===== config.mk =====
export PLATFORM = sky130hd
export DESIGN_NAME = udp_tx_top
export DESIGN_NICKNAME = d
export VERILOG_FILES = /design/src/design/udp_tx_pkg.sv /design/src/design/frame_desc_if.sv /design/src/design/udp_tx_top.sv /design/src/design/frame_serializer.sv /design/src/design/payload_fifo.sv /design/src/design/udp_header_builder.sv
export SDC_FILE = /design/constraint.sdc
export NUM_CORES = 2
export LEC_CHECK = 0
export BUFFER_PORTS_ARGS = -buffer_cell sky130_fd_sc_hd__buf_4
export CORE_MARGIN = 5
export CORE_UTILIZATION = 50
export DETAILED_ROUTE_END_ITERATION = 6
export PLACE_DENSITY = 0.66
export SLEW_MARGIN = 20
export SYNTH_ARGS = -nofsm -noshare
export SYNTH_HDL_FRONTEND = slang
export SYNTH_SLANG_ARGS = --single-unit

===== constraint.sdc =====
create_clock -name clk -period 6.8 [get_ports clk]
set_input_delay 0.68 -clock clk [delete_from_list [all_inputs] [get_ports clk]]
set_output_delay 0.68 -clock clk [all_outputs]
set_load 0.02 [all_outputs]

===== src/design/udp_tx_pkg.sv =====
package udp_tx_pkg;

    // Widths with a protocol meaning
    typedef logic [3:0]   nibble_t;
    typedef logic [47:0]  mac_addr_t;
    typedef logic [31:0]  ip_addr_t;
    typedef logic [15:0]  port_t;
    typedef logic [11:0]  nibble_count_t;
    typedef logic [31:0]  crc_t;

    // Ethernet header: destination, source, ether type
    typedef logic [111:0] mac_header_t;

    // IPv4 header in RFC 791 field order, version at the top
    typedef logic [159:0] ip_header_t;

    // UDP header: source port, destination port, length, checksum
    typedef logic [63:0]  udp_header_t;

    // Payload sizing
    localparam int unsigned WORD_SIZE_BYTES    = 4;
    localparam int unsigned MIN_DATA_BYTES     = 32;
    localparam int unsigned MAX_DATA_BYTES     = 64;
    localparam int unsigned FIFO_DEPTH_NIBBLES = 256;

    // Frame sections in nibbles
    localparam int unsigned PREAMBLE_SFD_NIBBLES = 16;
    localparam int unsigned MAC_HEADER_NIBBLES   = 28;
    localparam int unsigned IP_HEADER_NIBBLES    = 40;
    localparam int unsigned UDP_HEADER_NIBBLES   = 16;
    localparam int unsigned FCS_NIBBLES          = 8;

    // Smallest legal frame, headers through FCS, preamble excluded
    localparam int unsigned MIN_FRAME_NIBBLES = 128;

    // Interframe gap, 12 bytes of idle line
    localparam int unsigned GAP_NIBBLES = 24;

    // Fixed protocol fields
    localparam logic [15:0] ETHER_TYPE_IPV4 = 16'h0800;
    localparam logic [7:0]  IP_TTL          = 8'hFF;
    localparam logic [7:0]  IP_PROTOCOL_UDP = 8'h11;

    // IEEE 802.3 CRC-32 generator
    localparam crc_t CRC_POLYNOMIAL = 32'h04C11DB7;

    // Transmit sequence of the serializer
    typedef enum {
        IDLE,
        PREAMBLE,
        MAC_HDR,
        IP_HDR,
        UDP_HDR,
        PAYLOAD,
        PADDING,
        FCS,
        GAP
    } serializer_state_t;

    // One nibble step of the CRC-32
    // Bits enter LSB first, as they go out on the line
    function automatic crc_t crc_nibble_update(input crc_t crc, input nibble_t data);
        crc_t next_crc;
        next_crc = crc;
        for (int j = 0; j < 4; j++) begin
            // Feedback only when the data bit differs from the CRC MSB
            next_crc = {next_crc[30:0], 1'b0} ^
                ((data[j] == next_crc[31]) ? '0 : CRC_POLYNOMIAL);
        end
        return next_crc;
    endfunction

endpackage

===== src/design/frame_desc_if.sv =====
interface frame_desc_if;
    import udp_tx_pkg::*;

    // Launch strobe, one cycle, builder to serializer
    logic          start;
    // End of gap strobe, serializer to builder
    logic          done;

    // Frame contents, held from start until done
    mac_header_t   mac_header;
    ip_header_t    ip_header;
    udp_header_t   udp_header;
    nibble_count_t payload_nibbles;
    nibble_count_t padding_nibbles;

    modport builder (
        output start,
        output mac_header,
        output ip_header,
        output udp_header,
        output payload_nibbles,
        output padding_nibbles,
        input  done
    );

    modport serializer (
        input  start,
        input  mac_header,
        input  ip_header,
        input  udp_header,
        input  payload_nibbles,
        input  padding_nibbles,
        output done
    );

endinterface


===== src/design/udp_tx_top.sv =====
module udp_tx_top (
    input  logic                  clk,
    input  logic                  reset,
    input  logic                  wr_en,
    input  logic                  flush,
    input  udp_tx_pkg::nibble_t   wr_data,
    output logic                  wr_full,
    input  udp_tx_pkg::mac_addr_t src_mac,
    input  udp_tx_pkg::mac_addr_t dest_mac,
    input  udp_tx_pkg::ip_addr_t  src_ip,
    input  udp_tx_pkg::ip_addr_t  dest_ip,
    input  udp_tx_pkg::port_t     src_port,
    input  udp_tx_pkg::port_t     dest_port,
    output logic                  tx_en,
    output udp_tx_pkg::nibble_t   tx_d,
    output logic                  mac_busy
);
    import udp_tx_pkg::*;

    // Buffer to builder and serializer
    nibble_count_t fifo_count;
    nibble_t       fifo_rd_data;
    logic          fifo_rd_en;

    // Descriptor between builder and serializer
    frame_desc_if desc_if ();

    // Payload staging
    payload_fifo i_fifo (
        .clk     (clk),
        .reset   (reset),
        .wr_en   (wr_en),
        .wr_data (wr_data),
        .full    (wr_full),
        .rd_en   (fifo_rd_en),
        .rd_data (fifo_rd_data),
        .count   (fifo_count)
    );

    // Launch decision and header fields
    udp_header_builder i_builder (
        .clk       (clk),
        .reset     (reset),
        .count     (fifo_count),
        .flush     (flush),
        .src_mac   (src_mac),
        .dest_mac  (dest_mac),
        .src_ip    (src_ip),
        .dest_ip   (dest_ip),
        .src_port  (src_port),
        .dest_port (dest_port),
        .desc      (desc_if.builder),
        .mac_busy  (mac_busy)
    );

    // Nibble stream to the PHY
    frame_serializer i_serializer (
        .clk     (clk),
        .reset   (reset),
        .desc    (desc_if.serializer),
        .rd_en   (fifo_rd_en),
        .rd_data (fifo_rd_data),
        .tx_en   (tx_en),
        .tx_d    (tx_d)
    );

endmodule


===== src/design/frame_serializer.sv =====
module frame_serializer (
    input  logic                clk,
    input  logic                reset,
    frame_desc_if.serializer    desc,
    output logic                rd_en,
    input  udp_tx_pkg::nibble_t rd_data,
    output logic                tx_en,
    output udp_tx_pkg::nibble_t tx_d
);
    import udp_tx_pkg::*;

    serializer_state_t state;
    // Nibbles left in the current section, minus one
    nibble_count_t     cnt;
    crc_t              crc;
    nibble_t           nibble_out;
    nibble_t           fcs_nibble;
    logic              crc_en;

    // Byte index from the top, low nibble of each byte first
    function automatic nibble_t pick_nibble(input logic [159:0] vec, input nibble_count_t idx);
        return vec[8 * (idx >> 1) + (idx[0] ? 0 : 4) +: 4];
    endfunction

    // Exchange the two nibbles of every byte
    function automatic crc_t swap_nibbles(input crc_t value);
        crc_t swapped;
        for (int b = 0; b < 4; b++) begin
            swapped[8 * b +: 4]     = value[8 * b + 4 +: 4];
            swapped[8 * b + 4 +: 4] = value[8 * b +: 4];
        end
        return swapped;
    endfunction

    // FCS goes out inverted and bit reversed
    assign fcs_nibble = ~pick_nibble(160'(swap_nibbles(crc)), cnt);

    // Nibble for the next line cycle
    always_comb begin
        rd_en      = (state == PAYLOAD);
        crc_en     = 1'b0;
        nibble_out = '0;
        case (state)
            // First preamble nibble leaves on the start strobe
            IDLE:     nibble_out = desc.start ? 4'h5 : 4'h0;
            // Last preamble nibble is the SFD
            PREAMBLE: nibble_out = (cnt == '0) ? 4'hD : 4'h5;
            MAC_HDR: begin
                nibble_out = pick_nibble(160'(desc.mac_header), cnt);
                crc_en     = 1'b1;
            end
            IP_HDR: begin
                nibble_out = pick_nibble(160'(desc.ip_header), cnt);
                crc_en     = 1'b1;
            end
            UDP_HDR: begin
                nibble_out = pick_nibble(160'(desc.udp_header), cnt);
                crc_en     = 1'b1;
            end
            PAYLOAD: begin
                nibble_out = rd_data;
                crc_en     = 1'b1;
            end
            // Zero nibbles, still part of the CRC
            PADDING:  crc_en = 1'b1;
            FCS:      nibble_out = {fcs_nibble[0], fcs_nibble[1], fcs_nibble[2], fcs_nibble[3]};
            default:  nibble_out = '0;
        endcase
    end

    always_ff @(posedge clk) begin
        if (reset) begin
            state     <= IDLE;
            cnt       <= '0;
            tx_en     <= 1'b0;
            tx_d      <= '0;
            desc.done <= 1'b0;
        end else begin
            desc.done <= 1'b0;
            tx_d      <= nibble_out;
            // Line active from the start strobe until the gap
            tx_en     <= (state != GAP) && (state != IDLE || desc.start);
            if (state == IDLE) begin
                if (desc.start) begin
                    cnt   <= nibble_count_t'(PREAMBLE_SFD_NIBBLES - 2);
                    state <= PREAMBLE;
                end
            end else if (cnt != '0) begin
                cnt <= cnt - 1'b1;
            end else begin
                // Section done, load the length of the next one
                case (state)
                    PREAMBLE: begin
                        cnt   <= nibble_count_t'(MAC_HEADER_NIBBLES - 1);
                        state <= MAC_HDR;
                    end
                    MAC_HDR: begin
                        cnt   <= nibble_count_t'(IP_HEADER_NIBBLES - 1);
                        state <= IP_HDR;
                    end
                    IP_HDR: begin
                        cnt   <= nibble_count_t'(UDP_HEADER_NIBBLES - 1);
                        state <= UDP_HDR;
                    end
                    UDP_HDR: begin
                        cnt   <= desc.payload_nibbles - 1'b1;
                        state <= PAYLOAD;
                    end
                    PAYLOAD: if (desc.padding_nibbles != '0) begin
                        cnt   <= desc.padding_nibbles - 1'b1;
                        state <= PADDING;
                    end else begin
                        cnt   <= nibble_count_t'(FCS_NIBBLES - 1);
                        state <= FCS;
                    end
                    PADDING: begin
                        cnt   <= nibble_count_t'(FCS_NIBBLES - 1);
                        state <= FCS;
                    end
                    // One extra count while the last FCS nibble is still out
                    FCS: begin
                        cnt   <= nibble_count_t'(GAP_NIBBLES);
                        state <= GAP;
                    end
                    default: begin
                        desc.done <= 1'b1;
                        state     <= IDLE;
                    end
                endcase
            end
        end
    end

    // Running CRC over everything after the SFD
    always_ff @(posedge clk) begin
        if (state == IDLE) begin
            crc <= '1;
        end else if (crc_en) begin
            crc <= crc_nibble_update(crc, nibble_out);
        end
    end

endmodule


===== src/design/payload_fifo.sv =====
module payload_fifo (
    input  logic                      clk,
    input  logic                      reset,
    input  logic                      wr_en,
    input  udp_tx_pkg::nibble_t       wr_data,
    output logic                      full,
    input  logic                      rd_en,
    output udp_tx_pkg::nibble_t       rd_data,
    output udp_tx_pkg::nibble_count_t count
);
    import udp_tx_pkg::*;

    nibble_t mem [FIFO_DEPTH_NIBBLES];

    // Pointers wrap naturally at the depth
    logic [$clog2(FIFO_DEPTH_NIBBLES)-1:0] wr_ptr;
    logic [$clog2(FIFO_DEPTH_NIBBLES)-1:0] rd_ptr;
    logic                                  do_wr;
    logic                                  do_rd;

    assign full  = (count == nibble_count_t'(FIFO_DEPTH_NIBBLES));
    // Writes into a full buffer are lost
    assign do_wr = wr_en && !full;
    assign do_rd = rd_en && (count != '0);

    // First word falls through, head always visible
    assign rd_data = mem[rd_ptr];

    always_ff @(posedge clk) begin
        if (do_wr) begin
            mem[wr_ptr] <= wr_data;
        end
    end

    always_ff @(posedge clk) begin
        if (reset) begin
            wr_ptr <= '0;
            rd_ptr <= '0;
            count  <= '0;
        end else begin
            if (do_wr) begin
                wr_ptr <= wr_ptr + 1'b1;
            end
            if (do_rd) begin
                rd_ptr <= rd_ptr + 1'b1;
            end
            // Simultaneous push and pop leaves the fill unchanged
            case ({do_wr, do_rd})
                2'b10:   count <= count + 1'b1;
                2'b01:   count <= count - 1'b1;
                default: count <= count;
            endcase
        end
    end

endmodule


===== src/design/udp_header_builder.sv =====
module udp_header_builder (
    input  logic                      clk,
    input  logic                      reset,
    input  udp_tx_pkg::nibble_count_t count,
    input  logic                      flush,
    input  udp_tx_pkg::mac_addr_t     src_mac,
    input  udp_tx_pkg::mac_addr_t     dest_mac,
    input  udp_tx_pkg::ip_addr_t      src_ip,
    input  udp_tx_pkg::ip_addr_t      dest_ip,
    input  udp_tx_pkg::port_t         src_port,
    input  udp_tx_pkg::port_t         dest_port,
    frame_desc_if.builder             desc,
    output logic                      mac_busy
);
    import udp_tx_pkg::*;

    // Capture, lengths, checksum sum, checksum fold, then wait for the frame
    typedef enum logic [2:0] {
        BLD_IDLE,
        BLD_LENGTHS,
        BLD_SUM,
        BLD_FOLD,
        BLD_WAIT
    } builder_state_t;

    builder_state_t state;
    logic           launch;
    nibble_count_t  capped_nibbles;
    nibble_count_t  word_nibbles;
    nibble_count_t  frame_nibbles;
    logic [19:0]    word_sum;
    logic [19:0]    sum_reg;
    logic [16:0]    fold_once;
    logic [15:0]    fold_twice;

    // Enough data for a full frame, or a flush with at least one whole word
    assign launch = (state == BLD_IDLE) &&
        ((count >= 2 * MIN_DATA_BYTES) || (flush && count >= 2 * WORD_SIZE_BYTES));

    always_comb begin
        // Cap at the maximum, then drop any partial word
        capped_nibbles = (count > nibble_count_t'(2 * MAX_DATA_BYTES)) ?
            nibble_count_t'(2 * MAX_DATA_BYTES) : count;
        word_nibbles = capped_nibbles -
            (capped_nibbles % nibble_count_t'(2 * WORD_SIZE_BYTES));
        // Frame size without padding or preamble
        frame_nibbles = nibble_count_t'(MAC_HEADER_NIBBLES + IP_HEADER_NIBBLES +
            UDP_HEADER_NIBBLES + FCS_NIBBLES) + desc.payload_nibbles;
    end

    // 16-bit word sum of the IP header, checksum field still zero here
    always_comb begin
        word_sum = '0;
        for (int k = 0; k < IP_HEADER_NIBBLES / 4; k++) begin
            word_sum = word_sum + 20'(desc.ip_header[16 * k +: 16]);
        end
    end

    // Two end-around carry folds cover any 20-bit sum
    assign fold_once  = 17'(sum_reg[15:0]) + 17'(sum_reg[19:16]);
    assign fold_twice = fold_once[15:0] + 16'(fold_once[16]);

    // Sequencing and the busy level
    always_ff @(posedge clk) begin
        if (reset) begin
            state      <= BLD_IDLE;
            desc.start <= 1'b0;
            mac_busy   <= 1'b0;
        end else begin
            desc.start <= 1'b0;
            case (state)
                BLD_IDLE: if (launch) begin
                    mac_busy <= 1'b1;
                    state    <= BLD_LENGTHS;
                end
                BLD_LENGTHS: state <= BLD_SUM;
                BLD_SUM:     state <= BLD_FOLD;
                BLD_FOLD: begin
                    // Checksum lands together with the strobe
                    desc.start <= 1'b1;
                    state      <= BLD_WAIT;
                end
                default: if (desc.done) begin
                    mac_busy <= 1'b0;
                    state    <= BLD_IDLE;
                end
            endcase
        end
    end

    // Descriptor contents, built up over the four launch cycles
    always_ff @(posedge clk) begin
        case (state)
            BLD_IDLE: if (launch) begin
                desc.mac_header <= {dest_mac, src_mac, ETHER_TYPE_IPV4};
                // Version 4, IHL in 32-bit words, no fragmentation
                desc.ip_header <= {4'd4, 4'(IP_HEADER_NIBBLES / 8), 8'h00,
                    16'h0000, 16'h0000, 16'h0000, IP_TTL, IP_PROTOCOL_UDP,
                    16'h0000, src_ip, dest_ip};
                // UDP checksum unused, left at zero
                desc.udp_header      <= {src_port, dest_port, 16'h0000, 16'h0000};
                desc.payload_nibbles <= word_nibbles;
            end
            BLD_LENGTHS: begin
                // IP total length covers IP header, UDP header and payload
                desc.ip_header[143:128] <=
                    16'((IP_HEADER_NIBBLES + UDP_HEADER_NIBBLES) / 2) +
                    16'(desc.payload_nibbles >> 1);
                desc.udp_header[31:16] <= 16'(UDP_HEADER_NIBBLES / 2) +
                    16'(desc.payload_nibbles >> 1);
                // Zero padding up to the minimum frame
                desc.padding_nibbles <= (frame_nibbles < nibble_count_t'(MIN_FRAME_NIBBLES)) ?
                    nibble_count_t'(MIN_FRAME_NIBBLES) - frame_nibbles : '0;
            end
            BLD_SUM:  sum_reg <= word_sum;
            BLD_FOLD: desc.ip_header[79:64] <= ~fold_twice;
            default: ;
        endcase
    end

endmodule


Yosys cells after proc, flatten, opt, wreduce, memory -nomap -nowiden --
Memories as Yosys holds them, arrays and structs flattened. A register that Yosys moved wholly into a read port is not among the register bits. Index checks and enable logic that the tools add are counted. W data, S select, Z words.
Storage, ports and cells: output and inout port bits 7, logic and storage cells 152, memory bits (writable) 1024, memories kept 1, input bits 200, flip-flop bits (word level) 399
Memory list:
- i_fifo.mem | words 256, width 4, read ports 1, clocked after Yosys merged registers in 1, wr ports 1, RTL line payload_fifo.sv:13 | nibble_t mem [FIFO_DEPTH_NIBBLES];
Cells by class: add/subtract/negate cells 22, order comparisons 4, bitwise gates (word level) 7, eq/ne operators 22, reduce and logical (&&, ||, !) cells 33, shift operators 4, multiplexer cells 38
Operator list (count):
- $shiftx A160 B33 Y4 | 4
- $pmux W32 S7 | 1
- $mux W144 | 1
- $eq A32 B3 Y1 const B | 4
- $mux W32 | 4
- $xor A32 B32 Y32 | 4
- $mux W27 | 4
- $pmux W16 S2 | 3
- $pmux W12 S7 | 1
- $add A20 B16 Y20 | 4
- $eq A32 B2 Y1 const B | 2
- $logic_not A32 Y1 | 2
- $mux W12 | 5
- $sub A12 B1 Y12 const B | 4
- $reduce_bool A12 Y1 | 3
- $add A14 B32 Y32 | 1
- $eq A32 B1 Y1 const B | 1
- $eq A32 B4 Y1 const B | 1
- $ne A32 B5 Y1 const B | 1
- $reduce_bool A32 Y1 | 1
- $pmux W4 S7 | 1
- $pmux W12 S2 | 1
- $add A20 B15 Y20 const B | 1
- $add A20 B16 Y20 const B | 1
- other kinds (44) | 75

Longest topological paths before layout --
word-level depth 17, depth in mapped cells 25, mapped depth without buffers 25

Cells and area by module --
A second synthesis with hierarchy kept.
Unflattened totals: cell total of the unflattened synthesis 3991, area total of the unflattened synthesis 61721.7 um^2
By module, submodules not included:
- payload_fifo | cells each 2173, instances 1, sequential area each 31470.2 um^2, area each 41677.5 um^2
- udp_header_builder | cells each 944, instances 1, sequential area each 8147.8 um^2, area each 13359.1 um^2
- frame_serializer | cells each 874, instances 1, sequential area each 1081.0 um^2, area each 6685.2 um^2

Worst setup path before layout --
Ideal clock, no wire load.
kind in2reg, start point input port flush, end point register i_builder.desc.ip_header[0] (enable), setup time 0.552 ns, stages on the path 4, data required time 6.248 ns, slack 1.419 ns, arrival time 4.829 ns, buffers on the path 0, cell sequence o31ai_1 -> nand2_1 -> o211ai_1 -> inv_1
On the way: cells in the longest elaborated chain, start to end 4
RTL lines:
- start, declared | RTL line udp_tx_top.sv:5 | input logic flush,
- $logic_and A1 B1 Y1 | RTL line udp_header_builder.sv:38 | ((count >= 2 * MIN_DATA_BYTES) || (flush && count >= 2 * WORD_SIZE_BYTES));
- $logic_or A1 B1 Y1 | RTL line udp_header_builder.sv:38
- $logic_and A1 B1 Y1 | RTL line udp_header_builder.sv:37 | assign launch = (state == BLD_IDLE) &&
- $reduce_and A2 Y1 (no source line)
- end signal, assigned | RTL line udp_header_builder.sv:97 | desc.ip_header <= {4'd4, 4'(IP_HEADER_NIBBLES / 8), 8'h00,
- end, declared | RTL line frame_desc_if.sv:19 | output ip_header,
Every way passes these cells. A chain may end at the register's enable or synchronous reset.

Worst setup path after layout --
start point register i_builder.desc.ip_header[0], end point register i_builder.sum_reg[18], data pin
On the way: cells in the longest elaborated chain, start to end 7
RTL lines:
- $add A16 B16 Y17 | RTL line udp_header_builder.sv:55 | word_sum = word_sum + 20'(desc.ip_header[16 * k +: 16]);
- $add A20 B16 Y20 (5 in a row) | RTL line udp_header_builder.sv:55
- $add A20 B15 Y20 | RTL line udp_header_builder.sv:55
- via i_builder.word_sum[18] | RTL line udp_header_builder.sv:31 | logic [19:0] word_sum;
- end signal, assigned | RTL line udp_header_builder.sv:115 | BLD_SUM: sum_reg <= word_sum;
- end, declared | RTL line udp_header_builder.sv:32 | logic [19:0] sum_reg;
The timed path passes the listed nets, and every way through them passes these cells.

==> results.py <==
metrics = {
    "global_routing": {
        "antenna_found_initial": 3,
        "grt_pass1_wl_microns": 211000,
        "grt_use_total_pct": 22.0,
        "overflow": 0,
        "grt_max_degree": 138,
        "grt_pass1_vias": 33500,
    },
    "critical_path": {
        "worst-path-stages": 24,
        "r2r-end": "i_builder.sum_reg[18]$_DFFE_PP_",
        "cp-start-kind": "flop",
        "critPathRequiredTime_ps": 7290,
        "reg2reg_depth": 24,
        "cp-endpoint": "i_builder.sum_reg[18]$_DFFE_PP_",
        "ff2ff_setup_slack_ps": 660,
        "crit_chain": "ha_1, inv_1, fa_1, nor2b_1, o21ai_0, a21oi_1, o21ai_0, a21boi_0, nor2_1, fa_1, inv_1, fa_1, inv_1, fa_1, ha_1, a21boi_0, o21ai_0, a21boi_0, o21ai_0, a21oi_1, o41ai_1, o211ai_1, a31oi_1, xnor2_1",
        "cp.buffers_inverters": 3,
        "slowest_stage": "o41ai_1",
        "rr_startpoint": "i_builder.desc.ip_header[0]$_DFFE_PP_",
        "path_max_fanout": 3,
        "worst_setup_path_end_kind": "flop",
        "arrival_ps": 6630,
        "critical_path_class": "flop to flop",
        "critPathLaunch": "i_builder.desc.ip_header[0]$_DFFE_PP_",
        "cpPeakStageDelay_ps": 500,
        "path_delay_family": "compound AO/OA/AOI/OAI gates",
    },
    "drt": {
        "dr.pass1.iters": 6,
        "wl_per_cell_microns": 24.7,
        "wl_met1_microns": 58500,
        "route.met3.wl_microns": 10000,
        "remaining_drc_errors": 0,
        "drtAntennaViolNets": 0,
        "drt-vias-per-instance": 5.87,
        "routed_wl_microns": 140000,
        "met2_length_microns": 67000,
        "drtIter0Drc": 3285,
        "top_layer": "met5",
        "vias": 33300,
    },
    "cells_and_area": {
        "largest_register": "i_fifo.mem",
        "syn_to_final_growth_pct": 13.9,
        "nets": 4280,
        "final_util_pct": 57.5,
        "largest_register_ffs": 1024,
        "stdcell_area_sq_um": 68000,
        "fillers": 8987,
        "fin_cells": 5670,
        "drive_above_1_share_pct": 18.8,
        "largestRegisters": "i_fifo.mem x1024, i_builder.desc.mac_header x96, i_builder.desc.ip_header x91",
    },
    "clock_tree": {
        "worstSkewPairLatency_ps": 760,
        "clockBufferDepth": 3,
        "clk_pin_slew_worst_paths_ps": 70,
        "cts_setup_buffers": 0,
        "cts-buffers-inserted": 143,
        "cts.sinks": 1387,
        "tritoncts": "done",
        "cts_resized": 0,
        "cts-hold-fix-buffers": 0,
        "htree_levels": 4,
        "clockRootBuffer": "clkbuf_16",
    },
    "die": {
        "core-area_sq_um": 118000,
        "ios": 207,
        "fp.dieH_microns": 356,
        "core.rowCount": 126,
        "initial_core_util_pct": 50.5,
        "die_w_microns": 356,
        "die-area_sq_um": 127000,
    },
    "yosys": {
        "syn_inst": 3735,
        "synth.avg_cell_area_sq_um": 16.0,
        "synth_area_leaders": "edfxtp_1, mux4_2, mux2i_1",
        "yosys.cell_count.top_type": "edfxtp_1",
        "synth_largest_area_cell": "edfxtp_1",
        "ys.flop_type": "edfxtp_1",
        "yosys-top-cells-count": "edfxtp_1, nor2_1, mux4_2",
        "netlist.area_leader.share_pct": 64.9,
        "ys_seq_area_share_pct": 68.1,
        "synth_seq_cells": 1387,
        "synth.lib_cells_used.distinct": 87,
        "yosysWarnings": 0,
        "synth-edff-count": 1292,
        "ys_async_sr_fraction_pct": 0,
        "syn_area_sq_um": 59700,
    },
    "sta": {
        "setup_tns_ps": 0,
        "setup_violations": 0,
        "hold-worst-slack_ps": 94.1,
        "finClkSkew_ps": 31.6,
        "slew_headroom_pct": 20.3,
        "report.final.slew_viol_count": 0,
        "hold_viol_final": 0,
        "finalWorstSetupSlack_ps": 657,
        "max_freq_mhz": 163,
        "fin_crit_sh_pct": 90.3,
        "rsz0062_at_grt": "false",
        "period_minus_slack_ps": 6140,
        "tightestPinTransition_ps": 1190,
    },
    "worst_hold_path": {
        "worstHoldStart": "dest_mac[28]",
        "hold_class": "input port to flop",
    },
    "placement": {
        "io_buffers": 206,
        "dp.cells": 5402,
        "routabilityCongestion": 0.892,
        "dpl.hpwl_microns": 90400,
        "place_area_sq_um": 62900,
        "place_worst_setup_slack_ps": 801,
    },
    "run_status": {
        "outcome": "complete, no violations",
    },
    "pwr": {
        "power_density_nw_per_um2": 282,
        "report.power.total_mw": 19.2,
        "ir_drop_mv": 0.211,
        "leakagePower_nw": 22.2,
    },
    "flow_run": {
        "maxCapViolCount": 0,
    },
}
[per-layer routing]
layer	up-vias	global-route usage, %
met1	16900	30.3
met4	2	7.62
met5	-	0
li1	14900	-
met2	1267	35.5
met3	245	4.06
[cells by family after synthesis]
| family | share of synthesized area [%] |
|---|---|
| buf+inv | 2.46 |
| mux | 12.4 |
| compound gates | 5.28 |
| simple gates | 6.30 |
| xor+xnor | 2.08 |
| other cells | 0.0126 |
| flops | 68.1 |
| fa+ha+maj | 3.34 |
[where the power goes]
part           total, mW  switching, mW  internal [mW]
Clock               8.35           3.38           4.97
Sequential          9.49          0.113           9.38
Combinational       1.35          0.863          0.489
[layout by cell type (no fill, tap or decap), types with 9 or more instances in the layout]
cell / instances
edfxtp_1: 1292
nor2_1: 397
buf_4: 251
mux4_2: 230
mux2i_1: 197
nand2_1: 166
clkbuf_16: 146
inv_1: 125
a21oi_1: 109
a22oi_1: 98
dfxtp_1: 90
ha_1: 86
nand3_1: 81
o21ai_0: 69
xnor2_1: 69
xor2_1: 53
fa_1: 46
nor3_1: 43
nor2b_1: 33
clkinv_1: 29
bufinv_16: 26
a31oi_1: 23
clkinv_2: 23
a22o_1: 22
o211ai_1: 18
nand4_1: 16
and3_1: 16
clkbuf_1: 16
nand2b_1: 14
or3_1: 14
a221oi_1: 14
o22ai_1: 13
nor4_1: 12
conb_1: 12
a21o_1: 11
mux2_2: 11
clkinvlp_4: 10
a41oi_1: 9
[worst reg2reg max path, cell delays in order (launching register included)]
cell and delay (ps):
edfxtp_1 340, ha_1 190, inv_1 60, fa_1 400, nor2b_1 130, o21ai_0 110, a21oi_1 190, o21ai_0 120
a21boi_0 370, nor2_1 120, fa_1 490, inv_1 50, fa_1 480, inv_1 50, fa_1 450, ha_1 320
a21boi_0 160, o21ai_0 240, a21boi_0 160, o21ai_0 290, a21oi_1 140, o41ai_1 500, o211ai_1 220, a31oi_1 240
xnor2_1 80
[worst min path at each step]
| stage | end | slack, ps | cells past startpoint |
|---|---|---|---|
| final | i_builder.desc.mac_header[92]$_DFFE_PP_ | 90 | 1 |
| after CTS | i_builder.desc.mac_header[71]$_DFFE_PP_ | 50 | 1 |
| after global routing | i_builder.desc.mac_header[48]$_DFFE_PP_ | 60 | 1 |
| after detailed placement | i_builder.mac_busy$_SDFFE_PP0P_ | 460 | 2 |
| after floorplan | i_fifo.count[2]$_SDFFE_PP0P_ | 450 | 2 |
| after global placement | i_builder.mac_busy$_SDFFE_PP0P_ | 450 | 2 |
[layout make-up]
cell class | count | area (sq um) | share of cell area, %
Antenna cell | 2 | 5.00 | 0.00736
Clock buffer | 162 | 3710 | 5.46
Clock inverter | 103 | 1380 | 2.02
Inverter | 130 | 495 | 0.728
Multi-Input combinational cell | 2024 | 17600 | 25.9
Sequential cell | 1387 | 40700 | 59.8
Tap cell | 1600 | 2000 | 2.94
Timing Repair Buffer | 262 | 2080 | 3.05
Power figures use the tool's default switching activity.
